$ cat src/logic/rv_pkg.sv
package rv_pkg;

    typedef logic [31:0] Inst;     // Raw instruction word
    typedef logic [31:0] Word;     // Data or address value
    typedef logic [4:0]  RegAddr;  // Register index

    localparam Word RESET_PC = 32'h0000_0000;  // First fetch address

    typedef enum logic [6:0] {
        OpCode_LUI    = 7'b0110111,
        OpCode_AUIPC  = 7'b0010111,
        OpCode_JAL    = 7'b1101111,
        OpCode_JALR   = 7'b1100111,
        OpCode_Branch = 7'b1100011,
        OpCode_Load   = 7'b0000011,
        OpCode_Store  = 7'b0100011,
        OpCode_OpIMM  = 7'b0010011,
        OpCode_Op     = 7'b0110011
    } OpCode;

    typedef enum logic [3:0] {
        AluOp_ADD,
        AluOp_SUB,
        AluOp_SLL,
        AluOp_SLT,
        AluOp_SLTU,
        AluOp_XOR,
        AluOp_SRL,
        AluOp_SRA,
        AluOp_OR,
        AluOp_AND,
        AluOp_Unknown  // Treated as ADD by the ALU
    } AluOp;

    typedef enum logic [1:0] {
        DataAccess_Byte = 2'b00,
        DataAccess_Half = 2'b01,
        DataAccess_Word = 2'b10
    } DataAccess;

    typedef enum logic [1:0] {
        OpASel_Reg  = 2'b00,  // Register rs1
        OpASel_Pc   = 2'b01,  // Current PC
        OpASel_Zero = 2'b10   // Constant zero
    } OperandASel;

    typedef enum logic [1:0] {
        OpBSel_Reg  = 2'b00,  // Register rs2
        OpBSel_Imm  = 2'b01,  // Decoded immediate
        OpBSel_Four = 2'b10   // Constant four
    } OperandBSel;

    typedef enum logic [1:0] {
        WrSel_Alu = 2'b00,  // ALU result
        WrSel_Mem = 2'b01,  // Extended load data
        WrSel_Pc4 = 2'b10   // Link address
    } RegWrDataSel;

    typedef enum logic [1:0] {
        PcSel_Plus4    = 2'b00,  // Sequential
        PcSel_Offset   = 2'b01,  // PC relative
        PcSel_Indirect = 2'b11   // rs1 relative
    } PcNextSel;

endpackage

$ cat src/logic/alu.sv
module alu
    import rv_pkg::*;
(
    input  AluOp i_op,      // Operation select
    input  Word  i_a,       // Operand A
    input  Word  i_b,       // Operand B
    output Word  o_result   // Result
);

    logic [4:0] shamt;

    assign shamt = i_b[4:0];  // Shift amount

    always_comb
    begin
        case (i_op)
            AluOp_SUB:  o_result = i_a - i_b;
            AluOp_SLL:  o_result = i_a << shamt;
            AluOp_SLT:  o_result = {31'b0, $signed(i_a) < $signed(i_b)};
            AluOp_SLTU: o_result = {31'b0, i_a < i_b};
            AluOp_XOR:  o_result = i_a ^ i_b;
            AluOp_SRL:  o_result = i_a >> shamt;
            AluOp_SRA:  o_result = Word'($signed(i_a) >>> shamt);
            AluOp_OR:   o_result = i_a | i_b;
            AluOp_AND:  o_result = i_a & i_b;
            default:    o_result = i_a + i_b;  // ADD and Unknown
        endcase
    end

endmodule

$ cat src/logic/datapath.sv
module datapath
    import rv_pkg::*;
(
    input  logic        i_clock,
    input  logic        i_reset,
    input  Inst         i_inst,              // Current instruction
    input  logic        i_mem_wr_enable,     // Store, already gated by reset
    input  DataAccess   i_mem_access,
    input  logic        i_mem_unsigned,
    input  PcNextSel    i_pc_next_sel,
    input  AluOp        i_alu_control,
    input  OperandASel  i_operand_a_sel,
    input  OperandBSel  i_operand_b_sel,
    input  logic        i_reg_wr_enable,
    input  RegWrDataSel i_reg_wr_data_sel,
    input  Word         i_mem_rd_data,
    output Word         o_pc,                // Fetch address
    output logic        o_isEqual,
    output logic        o_isLessSigned,
    output logic        o_isLessUnsigned,
    output Word         o_mem_addr,
    output Word         o_mem_wr_data,
    output logic [3:0]  o_byte_enable
);

    Word pc;
    Word pc_plus4;
    Word rs1_data;
    Word rs2_data;
    Word imm;
    Word operand_a;
    Word operand_b;
    Word alu_result;
    Word load_data;
    Word wr_data;
    Word pc_next;

    register_file u_register_file (
        .i_clock     (i_clock),
        .i_rs1       (i_inst[19:15]),
        .i_rs2       (i_inst[24:20]),
        .i_rd        (i_inst[11:7]),
        .i_wr_enable (i_reg_wr_enable & ~i_reset),  // No writes in reset
        .i_wr_data   (wr_data),
        .o_rs1_data  (rs1_data),
        .o_rs2_data  (rs2_data)
    );

    imm_gen u_imm_gen (.i_inst(i_inst), .o_imm(imm));

    assign o_isEqual        = rs1_data == rs2_data;
    assign o_isLessSigned   = $signed(rs1_data) < $signed(rs2_data);
    assign o_isLessUnsigned = rs1_data < rs2_data;

    always_comb
    begin
        case (i_operand_a_sel)
            OpASel_Pc:   operand_a = pc;
            OpASel_Zero: operand_a = 32'd0;
            default:     operand_a = rs1_data;
        endcase
        case (i_operand_b_sel)
            OpBSel_Imm:  operand_b = imm;
            OpBSel_Four: operand_b = 32'd4;
            default:     operand_b = rs2_data;
        endcase
    end

    alu u_alu (.i_op(i_alu_control), .i_a(operand_a), .i_b(operand_b), .o_result(alu_result));

    assign o_mem_addr = alu_result;  // Loads and stores add rs1 + imm

    load_store_unit u_load_store_unit (
        .i_addr        (alu_result),
        .i_access      (i_mem_access),
        .i_unsigned    (i_mem_unsigned),
        .i_wr_enable   (i_mem_wr_enable),
        .i_store_data  (rs2_data),
        .i_mem_rd_data (i_mem_rd_data),
        .o_byte_enable (o_byte_enable),
        .o_mem_wr_data (o_mem_wr_data),
        .o_load_data   (load_data)
    );

    assign pc_plus4 = pc + 32'd4;

    always_comb
    begin
        case (i_reg_wr_data_sel)
            WrSel_Mem: wr_data = load_data;
            WrSel_Pc4: wr_data = pc_plus4;
            default:   wr_data = alu_result;
        endcase
        case (i_pc_next_sel)
            PcSel_Offset:   pc_next = pc + imm;
            PcSel_Indirect: pc_next = (rs1_data + imm) & ~32'd1;  // JALR clears bit 0
            default:        pc_next = pc_plus4;
        endcase
    end

    always_ff @(posedge i_clock)
    begin
        if (i_reset)
            pc <= RESET_PC;
        else
            pc <= pc_next;
    end

    assign o_pc = pc;

endmodule

$ cat src/logic/datapath_controller.sv
module datapath_controller
    import rv_pkg::*;
(
    input  Inst         i_inst,            // Current instruction
    input  logic        i_isEqual,         // rs1 == rs2
    input  logic        i_isLessSigned,    // rs1 < rs2 signed
    input  logic        i_isLessUnsigned,  // rs1 < rs2 unsigned

    output logic        o_memWrEnable,     // Store this cycle
    output logic        o_memRdEnable,     // Load this cycle
    output DataAccess   o_memAccess,       // Access size
    output logic        o_memUnsigned,     // Zero-extend load data
    output PcNextSel    o_pcNextSel,       // Next PC source

    output AluOp        o_aluControl,      // ALU operation
    output OperandASel  o_operandASel,     // ALU operand A source
    output OperandBSel  o_operandBSel,     // ALU operand B source

    output logic        o_regWrEnable,     // Register write
    output RegWrDataSel o_regWrDataSel     // Write-back source
);

    logic [6:0] funct7;
    logic [2:0] funct3;
    logic [6:0] opcode;

    assign funct7 = i_inst[31:25];
    assign funct3 = i_inst[14:12];
    assign opcode = i_inst[6:0];

    always_comb
    begin
        // Anything not matched below behaves as a no-op
        o_aluControl   = AluOp_Unknown;
        o_operandASel  = OpASel_Reg;
        o_operandBSel  = OpBSel_Reg;
        o_pcNextSel    = PcSel_Plus4;
        o_memWrEnable  = 1'b0;
        o_memRdEnable  = 1'b0;
        o_memAccess    = DataAccess_Word;
        o_memUnsigned  = 1'b0;
        o_regWrEnable  = 1'b0;
        o_regWrDataSel = WrSel_Alu;

        casez ({funct7, funct3, opcode})
            {7'b???????, 3'b???, OpCode_LUI}:
            begin
                o_aluControl  = AluOp_ADD;  // 0 + imm
                o_operandASel = OpASel_Zero;
                o_operandBSel = OpBSel_Imm;
                o_regWrEnable = 1'b1;
            end
            {7'b???????, 3'b???, OpCode_AUIPC}:
            begin
                o_aluControl  = AluOp_ADD;  // PC + imm
                o_operandASel = OpASel_Pc;
                o_operandBSel = OpBSel_Imm;
                o_regWrEnable = 1'b1;
            end
            {7'b???????, 3'b???, OpCode_JAL}:
            begin
                o_pcNextSel    = PcSel_Offset;
                o_regWrEnable  = 1'b1;
                o_regWrDataSel = WrSel_Pc4;
            end
            {7'b???????, 3'b000, OpCode_JALR}:
            begin
                o_pcNextSel    = PcSel_Indirect;
                o_regWrEnable  = 1'b1;
                o_regWrDataSel = WrSel_Pc4;
            end
            {7'b???????, 3'b000, OpCode_Branch}:  // BEQ
                if (i_isEqual)
                    o_pcNextSel = PcSel_Offset;
            {7'b???????, 3'b001, OpCode_Branch}:  // BNE
                if (!i_isEqual)
                    o_pcNextSel = PcSel_Offset;
            {7'b???????, 3'b100, OpCode_Branch}:  // BLT
                if (i_isLessSigned)
                    o_pcNextSel = PcSel_Offset;
            {7'b???????, 3'b101, OpCode_Branch}:  // BGE, equal included
                if (!i_isLessSigned)
                    o_pcNextSel = PcSel_Offset;
            {7'b???????, 3'b110, OpCode_Branch}:  // BLTU
                if (i_isLessUnsigned)
                    o_pcNextSel = PcSel_Offset;
            {7'b???????, 3'b111, OpCode_Branch}:  // BGEU, equal included
                if (!i_isLessUnsigned)
                    o_pcNextSel = PcSel_Offset;
            {7'b???????, 3'b000, OpCode_Load},    // LB
            {7'b???????, 3'b001, OpCode_Load},    // LH
            {7'b???????, 3'b010, OpCode_Load},    // LW
            {7'b???????, 3'b100, OpCode_Load},    // LBU
            {7'b???????, 3'b101, OpCode_Load}:    // LHU
            begin
                o_aluControl   = AluOp_ADD;       // Address rs1 + imm
                o_operandBSel  = OpBSel_Imm;
                o_memRdEnable  = 1'b1;
                o_memUnsigned  = funct3[2];
                o_regWrEnable  = 1'b1;
                o_regWrDataSel = WrSel_Mem;
                if (funct3[1:0] == 2'b00)
                    o_memAccess = DataAccess_Byte;
                else if (funct3[1:0] == 2'b01)
                    o_memAccess = DataAccess_Half;
            end
            {7'b???????, 3'b000, OpCode_Store},   // SB
            {7'b???????, 3'b001, OpCode_Store},   // SH
            {7'b???????, 3'b010, OpCode_Store}:   // SW
            begin
                o_aluControl  = AluOp_ADD;
                o_operandBSel = OpBSel_Imm;
                o_memWrEnable = 1'b1;
                if (funct3[1:0] == 2'b00)
                    o_memAccess = DataAccess_Byte;
                else if (funct3[1:0] == 2'b01)
                    o_memAccess = DataAccess_Half;
            end
            {7'b???????, 3'b000, OpCode_OpIMM},   // ADDI
            {7'b???????, 3'b010, OpCode_OpIMM},   // SLTI
            {7'b???????, 3'b011, OpCode_OpIMM},   // SLTIU
            {7'b???????, 3'b100, OpCode_OpIMM},   // XORI
            {7'b???????, 3'b110, OpCode_OpIMM},   // ORI
            {7'b???????, 3'b111, OpCode_OpIMM}:   // ANDI
            begin
                o_operandBSel = OpBSel_Imm;
                o_regWrEnable = 1'b1;
                case (funct3)
                    3'b000:  o_aluControl = AluOp_ADD;
                    3'b010:  o_aluControl = AluOp_SLT;
                    3'b011:  o_aluControl = AluOp_SLTU;
                    3'b100:  o_aluControl = AluOp_XOR;
                    3'b110:  o_aluControl = AluOp_OR;
                    default: o_aluControl = AluOp_AND;
                endcase
            end
            {7'b0000000, 3'b???, OpCode_Op},      // Every funct3 defined here
            {7'b0100000, 3'b000, OpCode_Op},      // SUB
            {7'b0100000, 3'b101, OpCode_Op}:      // SRA
            begin
                o_regWrEnable = 1'b1;
                case (funct3)
                    3'b000:  o_aluControl = i_inst[30] ? AluOp_SUB : AluOp_ADD;
                    3'b001:  o_aluControl = AluOp_SLL;
                    3'b010:  o_aluControl = AluOp_SLT;
                    3'b011:  o_aluControl = AluOp_SLTU;
                    3'b100:  o_aluControl = AluOp_XOR;
                    3'b101:  o_aluControl = i_inst[30] ? AluOp_SRA : AluOp_SRL;
                    3'b110:  o_aluControl = AluOp_OR;
                    default: o_aluControl = AluOp_AND;
                endcase
            end
            default: ;
        endcase
    end

endmodule

$ cat src/logic/imm_gen.sv
module imm_gen
    import rv_pkg::*;
(
    input  Inst i_inst,  // Current instruction
    output Word o_imm    // Sign-extended immediate
);

    Word imm_i;
    Word imm_s;
    Word imm_b;
    Word imm_u;
    Word imm_j;

    assign imm_i = {{20{i_inst[31]}}, i_inst[31:20]};
    assign imm_s = {{20{i_inst[31]}}, i_inst[31:25], i_inst[11:7]};
    assign imm_b = {{19{i_inst[31]}}, i_inst[31], i_inst[7], i_inst[30:25],
                    i_inst[11:8], 1'b0};
    assign imm_u = {i_inst[31:12], 12'b0};  // Upper twenty bits
    assign imm_j = {{11{i_inst[31]}}, i_inst[31], i_inst[19:12], i_inst[20],
                    i_inst[30:21], 1'b0};

    always_comb
    begin
        case (i_inst[6:0])
            OpCode_LUI,
            OpCode_AUIPC:  o_imm = imm_u;
            OpCode_JAL:    o_imm = imm_j;
            OpCode_Branch: o_imm = imm_b;
            OpCode_Store:  o_imm = imm_s;
            default:       o_imm = imm_i;  // JALR, loads, OP-IMM
        endcase
    end

endmodule

$ cat src/logic/load_store_unit.sv
module load_store_unit
    import rv_pkg::*;
(
    input  Word        i_addr,         // Byte address
    input  DataAccess  i_access,       // Access size
    input  logic       i_unsigned,     // Zero-extend on load
    input  logic       i_wr_enable,    // Store this cycle
    input  Word        i_store_data,   // rs2 value
    input  Word        i_mem_rd_data,  // Whole word from memory
    output logic [3:0] o_byte_enable,  // Lane enables
    output Word        o_mem_wr_data,  // Lane-replicated store data
    output Word        o_load_data     // Extended load result
);

    logic [7:0]  rd_byte;
    logic [15:0] rd_half;

    always_comb
    begin
        case (i_access)
            DataAccess_Byte:
            begin
                o_mem_wr_data = {4{i_store_data[7:0]}};
                o_byte_enable = 4'b0001 << i_addr[1:0];
            end
            DataAccess_Half:
            begin
                o_mem_wr_data = {2{i_store_data[15:0]}};
                o_byte_enable = i_addr[1] ? 4'b1100 : 4'b0011;  // Bit 0 ignored
            end
            default:
            begin
                o_mem_wr_data = i_store_data;
                o_byte_enable = 4'b1111;
            end
        endcase
        if (!i_wr_enable)
            o_byte_enable = 4'b0000;
    end

    assign rd_byte = i_mem_rd_data[8*i_addr[1:0] +: 8];
    assign rd_half = i_addr[1] ? i_mem_rd_data[31:16] : i_mem_rd_data[15:0];

    always_comb
    begin
        case (i_access)
            DataAccess_Byte: o_load_data = {{24{rd_byte[7] & ~i_unsigned}}, rd_byte};
            DataAccess_Half: o_load_data = {{16{rd_half[15] & ~i_unsigned}}, rd_half};
            default:         o_load_data = i_mem_rd_data;
        endcase
    end

endmodule

$ cat src/logic/register_file.sv
module register_file
    import rv_pkg::*;
(
    input  logic   i_clock,
    input  RegAddr i_rs1,        // Read port A index
    input  RegAddr i_rs2,        // Read port B index
    input  RegAddr i_rd,         // Write index
    input  logic   i_wr_enable,  // Write strobe
    input  Word    i_wr_data,    // Write value
    output Word    o_rs1_data,
    output Word    o_rs2_data
);

    Word regs [32];

    // x0 is never written, so its slot is masked on read
    assign o_rs1_data = (i_rs1 == 5'd0) ? 32'd0 : regs[i_rs1];
    assign o_rs2_data = (i_rs2 == 5'd0) ? 32'd0 : regs[i_rs2];

    always_ff @(posedge i_clock)
    begin
        if (i_wr_enable && i_rd != 5'd0)
            regs[i_rd] <= i_wr_data;
    end

endmodule

$ cat src/logic/rv_core.sv
module rv_core
    import rv_pkg::*;
(
    input  logic       i_clock,
    input  logic       i_reset,
    output Word        o_inst_addr,        // Fetch address
    input  Inst        i_inst,             // Fetched word, same cycle
    output Word        o_mem_addr,
    output logic       o_mem_wr_enable,
    output logic       o_mem_rd_enable,
    output logic [3:0] o_mem_byte_enable,
    output Word        o_mem_wr_data,
    input  Word        i_mem_rd_data       // Whole word, same cycle
);

    logic        mem_wr_enable;
    logic        mem_rd_enable;
    DataAccess   mem_access;
    logic        mem_unsigned;
    PcNextSel    pc_next_sel;
    AluOp        alu_control;
    OperandASel  operand_a_sel;
    OperandBSel  operand_b_sel;
    logic        reg_wr_enable;
    RegWrDataSel reg_wr_data_sel;
    logic        is_equal;
    logic        is_less_signed;
    logic        is_less_unsigned;

    datapath_controller u_datapath_controller (
        .i_inst           (i_inst),
        .i_isEqual        (is_equal),
        .i_isLessSigned   (is_less_signed),
        .i_isLessUnsigned (is_less_unsigned),
        .o_memWrEnable    (mem_wr_enable),
        .o_memRdEnable    (mem_rd_enable),
        .o_memAccess      (mem_access),
        .o_memUnsigned    (mem_unsigned),
        .o_pcNextSel      (pc_next_sel),
        .o_aluControl     (alu_control),
        .o_operandASel    (operand_a_sel),
        .o_operandBSel    (operand_b_sel),
        .o_regWrEnable    (reg_wr_enable),
        .o_regWrDataSel   (reg_wr_data_sel)
    );

    // No memory traffic while in reset
    assign o_mem_wr_enable = mem_wr_enable & ~i_reset;
    assign o_mem_rd_enable = mem_rd_enable & ~i_reset;

    datapath u_datapath (
        .i_clock           (i_clock),
        .i_reset           (i_reset),
        .i_inst            (i_inst),
        .i_mem_wr_enable   (o_mem_wr_enable),  // Keeps lanes off in reset
        .i_mem_access      (mem_access),
        .i_mem_unsigned    (mem_unsigned),
        .i_pc_next_sel     (pc_next_sel),
        .i_alu_control     (alu_control),
        .i_operand_a_sel   (operand_a_sel),
        .i_operand_b_sel   (operand_b_sel),
        .i_reg_wr_enable   (reg_wr_enable),
        .i_reg_wr_data_sel (reg_wr_data_sel),
        .i_mem_rd_data     (i_mem_rd_data),
        .o_pc              (o_inst_addr),
        .o_isEqual         (is_equal),
        .o_isLessSigned    (is_less_signed),
        .o_isLessUnsigned  (is_less_unsigned),
        .o_mem_addr        (o_mem_addr),
        .o_mem_wr_data     (o_mem_wr_data),
        .o_byte_enable     (o_mem_byte_enable)
    );

endmodule

$ cat config.mk
export PLATFORM = sky130hd
export DESIGN_NAME = rv_core
export DESIGN_NICKNAME = d
export VERILOG_FILES = /design/src/logic/rv_pkg.sv /design/src/logic/alu.sv /design/src/logic/datapath.sv /design/src/logic/datapath_controller.sv /design/src/logic/imm_gen.sv /design/src/logic/load_store_unit.sv /design/src/logic/register_file.sv /design/src/logic/rv_core.sv
export SDC_FILE = /design/constraint.sdc
export NUM_CORES = 2
export LEC_CHECK = 0
export BUFFER_PORTS_ARGS = -buffer_cell sky130_fd_sc_hd__buf_4
export CAP_MARGIN = 30
export CORE_MARGIN = 3
export CORE_UTILIZATION = 40
export DETAILED_ROUTE_END_ITERATION = 7
export GPL_TIMING_DRIVEN = 0
export HOLD_SLACK_MARGIN = 0.06
export PLACE_DENSITY_LB_ADDON = 0.08
export SYNTH_ARGS = -nofsm -noshare
export SYNTH_HDL_FRONTEND = slang
export SYNTH_HIERARCHICAL = 1
export SYNTH_SLANG_ARGS = --single-unit
$ cat constraint.sdc
create_clock -name i_clock -period 10 [get_ports i_clock]
set_clock_uncertainty 0.1 [all_clocks]
set_input_delay 0.5 -clock i_clock [delete_from_list [all_inputs] [get_ports i_clock]]
set_output_delay 0.5 -clock i_clock [all_outputs]
set_load 0.05 [all_outputs]
==> impl_metrics.ini <==
[status]
status = complete, but fails checks
violations = negative setup slack

[setup_path]
slowest_stage = a211oi_1
startpoint = i_inst[21]
arrival_ns = 10.46
end_kind = register
start_kind = primary input
r2r-start = u_datapath/u_register_file/regs[9][3]
rr_endpoint = u_datapath/u_register_file/regs[5][22]
cp.required_ns = 10.36
worstPathMaxFanout = 20
critical_path_class = primary input to register
cp_slowest_stage_delay_ns = 0.89
reg2reg_slack_ns = 0.49
r2r_cells = 27
cp_common_cell = buf_2

[global_route]
track_usage_pct = 37.41
antenna_found_initial = 6
grt-ovfl-total = 0
grt_pass1_wl_mm = 438.4
grt_start_max_net_pins = 33
grt_pass1_vias = 51360

[synth]
synth_top_cell_by_area = edfxtp_1
synth_common_cells = edfxtp_1, mux2i_1, nand2_1
synth_edf_count = 1024
synthFlopType = edfxtp_1
synthCells = 5220
netlist_area_um2 = 66420
yosysWarnings = 6
avgSynthCellArea_um2 = 12.72
synth_seq_cells = 1056
async_reset_ff_share_pct = 0
ys_seq_area_share_pct = 47.26
yosysTopAreaCellShare_pct = 46.30
synth_most_common_cell = edfxtp_1
yosysUniqueCellTypes = 125
ys_top_cells_by_area = edfxtp_1, mux4_2, mux2i_1, ha_1, nand2_1

[placed_design]
portBuffers = 167
pre_cts_ws_ns = -1.451
placed_area_um2 = 73400
gp_congestion = 1.033
dp_hpwl_mm = 248.3

[flow_run]
maxCapViolCount = 0

[clocking]
clock-root-buffer = clkbuf_16
path_clk_slew_ns = 0.06
clock_path_buffers = 3
clock_latency_ns = 0.79
cts_tree = done
cts.sinks = 1056
h-tree-depth = 3
cts_buffers = 116

[final_layout]
fillers = 14680
nets = 5960
areaGrowthSynthToFinish_pct = 16.73
final_core_util_pct = 47.31
multi_input_area_um2 = 33330
regArea_um2 = 31390
final_area_um2 = 77530
drive_above_1_share_pct = 23.34

[floorplan]
rows = 148
core_um2 = 163900
die_w_um = 413.5
num_io_pins = 168
start_util_pct = 40.53
die-area_um2 = 171000
die_h_um = 413.5

[route]
drc = 0
via_count = 54530
drt_iter0_markers = 7788
ant_nets = 0
wl_per_cell_um = 41.04
wl_mm = 327.1
vias_per_cell = 6.843
first_pass_iters = 7

[power_and_ir_drop]
p_leak_nw = 27.36
power_mw = 14.11
p_per_area_nw_per_um2 = 182.0
peakVddDrop_mv = 0.1601

[min_path]
hold_path_depth = 3
whs_endpoint = u_datapath/u_register_file/regs[18][8]
min_path_type = primary input to register
min-delay-start = i_inst[8]

[sta]
tightestPinTransition_ns = 1.330
layout_min_cycle_time_ns = 10.11
fmax_mhz = 98.93
max_slew_margin_pct = 11.31
holdWs_ns = 0.3602
hold_viol = 0
drv_slew = 0
finalCritPeriodShare_pct = 101.1
worst_slack_ns = -0.1078
setup_violations = 95
grt_setup_unrepaired = no
## sequential cells by signal (all words and copies together), names as in the netlist
register                         cells
u_datapath/u_register_file/regs   1024
u_datapath/o_pc                     32
## repair_timing
item / 4_1_cts / 5_1_grt
hold buffers: 0 / 0
gates cloned: 1 / 1
setup buffers: 1 / 1
endpoints found under the setup margin: 518 / 436
pin swaps: 2 / 2
gates resized for setup: 10 / 15
## cell families (layout without fill, tap and decap cells)
kind of cell	count (synthesis)	in the layout	synth area share, %
compound gates	1326	1328	14.45
xor+xnor	83	83	1.095
fa+ha+maj	200	200	3.813
buf+inv	567	1102	3.984
flops	1056	1056	47.26
mux	885	885	21.37
other cells	2	39	0.01131
simple gates	1101	1101	8.016
## layer usage
layer	vias up	GRT usage (%)	routed length, um
li1	21980	-	-
met1	28040	48.31	123700
met2	3739	57.60	145200
met3	769	8.965	35380
met4	2	21.34	22790
met5	-	0	13
## where the power goes
| part | switching, mW | internal (mW) | total [mW] |
|---|---|---|---|
| clock network | 1.88 | 2.59 | 4.46 |
| registers | 0.0246 | 5.33 | 5.36 |
| logic | 3.00 | 1.29 | 4.29 |
## cells in the final DEF, fill, tap and decap left out, drive strengths merged, types with 30 or more instances in the layout
master	netlist	routed
nand3	53	53
a21oi	229	229
mux4	406	406
inv	150	153
o221ai	89	89
clkbuf	220	357
buf	193	515
nand2	377	377
nor2	259	259
mux2	90	90
a22oi	126	126
a211oi	111	111
ha	196	196
nor3	64	64
edfxtp	1024	1024
o21ai	240	242
a311oi	43	43
dfxtp	32	32
nor2b	89	89
clkinv	4	55
o22ai	33	33
and2	30	30
nand4	65	65
conb	2	33
a22o	54	54
a221oi	79	79
mux2i	389	389
a21o	79	79
xnor2	54	54
## worst max-delay path: cells and delay by family
family / cells / cell delay [ns]
AO/OA/AOI/OAI: 13 / 4.20
buffers and inverters: 14 / 4.56
multiplexers: 1 / 0.39
AND/OR/NAND/NOR: 2 / 0.75
## worst max-delay path by stage
stage	endpoint	slack [ns]	cells after the start
after floorplan	u_datapath/u_register_file/regs[0][4]	1.74	28
after detailed placement	u_datapath/u_register_file/regs[8][22]	-1.45	31
after CTS	u_datapath/u_register_file/regs[1][19]	0.07	32
after global placement	u_datapath/u_register_file/regs[0][25]	-6.31	26
final	u_datapath/u_register_file/regs[5][22]	-0.11	30
after global routing	u_datapath/u_register_file/regs[1][24]	0.03	31
## final cells by class
cell class / instances / area share (%)
Antenna cell: 6 / 0.01937
Buffer: 413 / 2.677
Clock buffer: 136 / 3.868
Clock inverter: 76 / 1.197
Inverter: 154 / 0.7488
Multi-Input combinational cell: 3630 / 42.99
Sequential cell: 1056 / 40.49
Tap cell: 2175 / 3.510
Timing Repair Buffer: 323 / 4.501
## per-stage QoR
stage / TNS [ns] / std cells
global route: 0 / 7964
detailed placement: -795.54 / 7742
CTS: 0 / 7956
floorplan: 0 / 5251
finish: -3.089 / 7969
global placement: -5328.68 / 7593
Note: power is estimated with default switching activity, not from simulation.
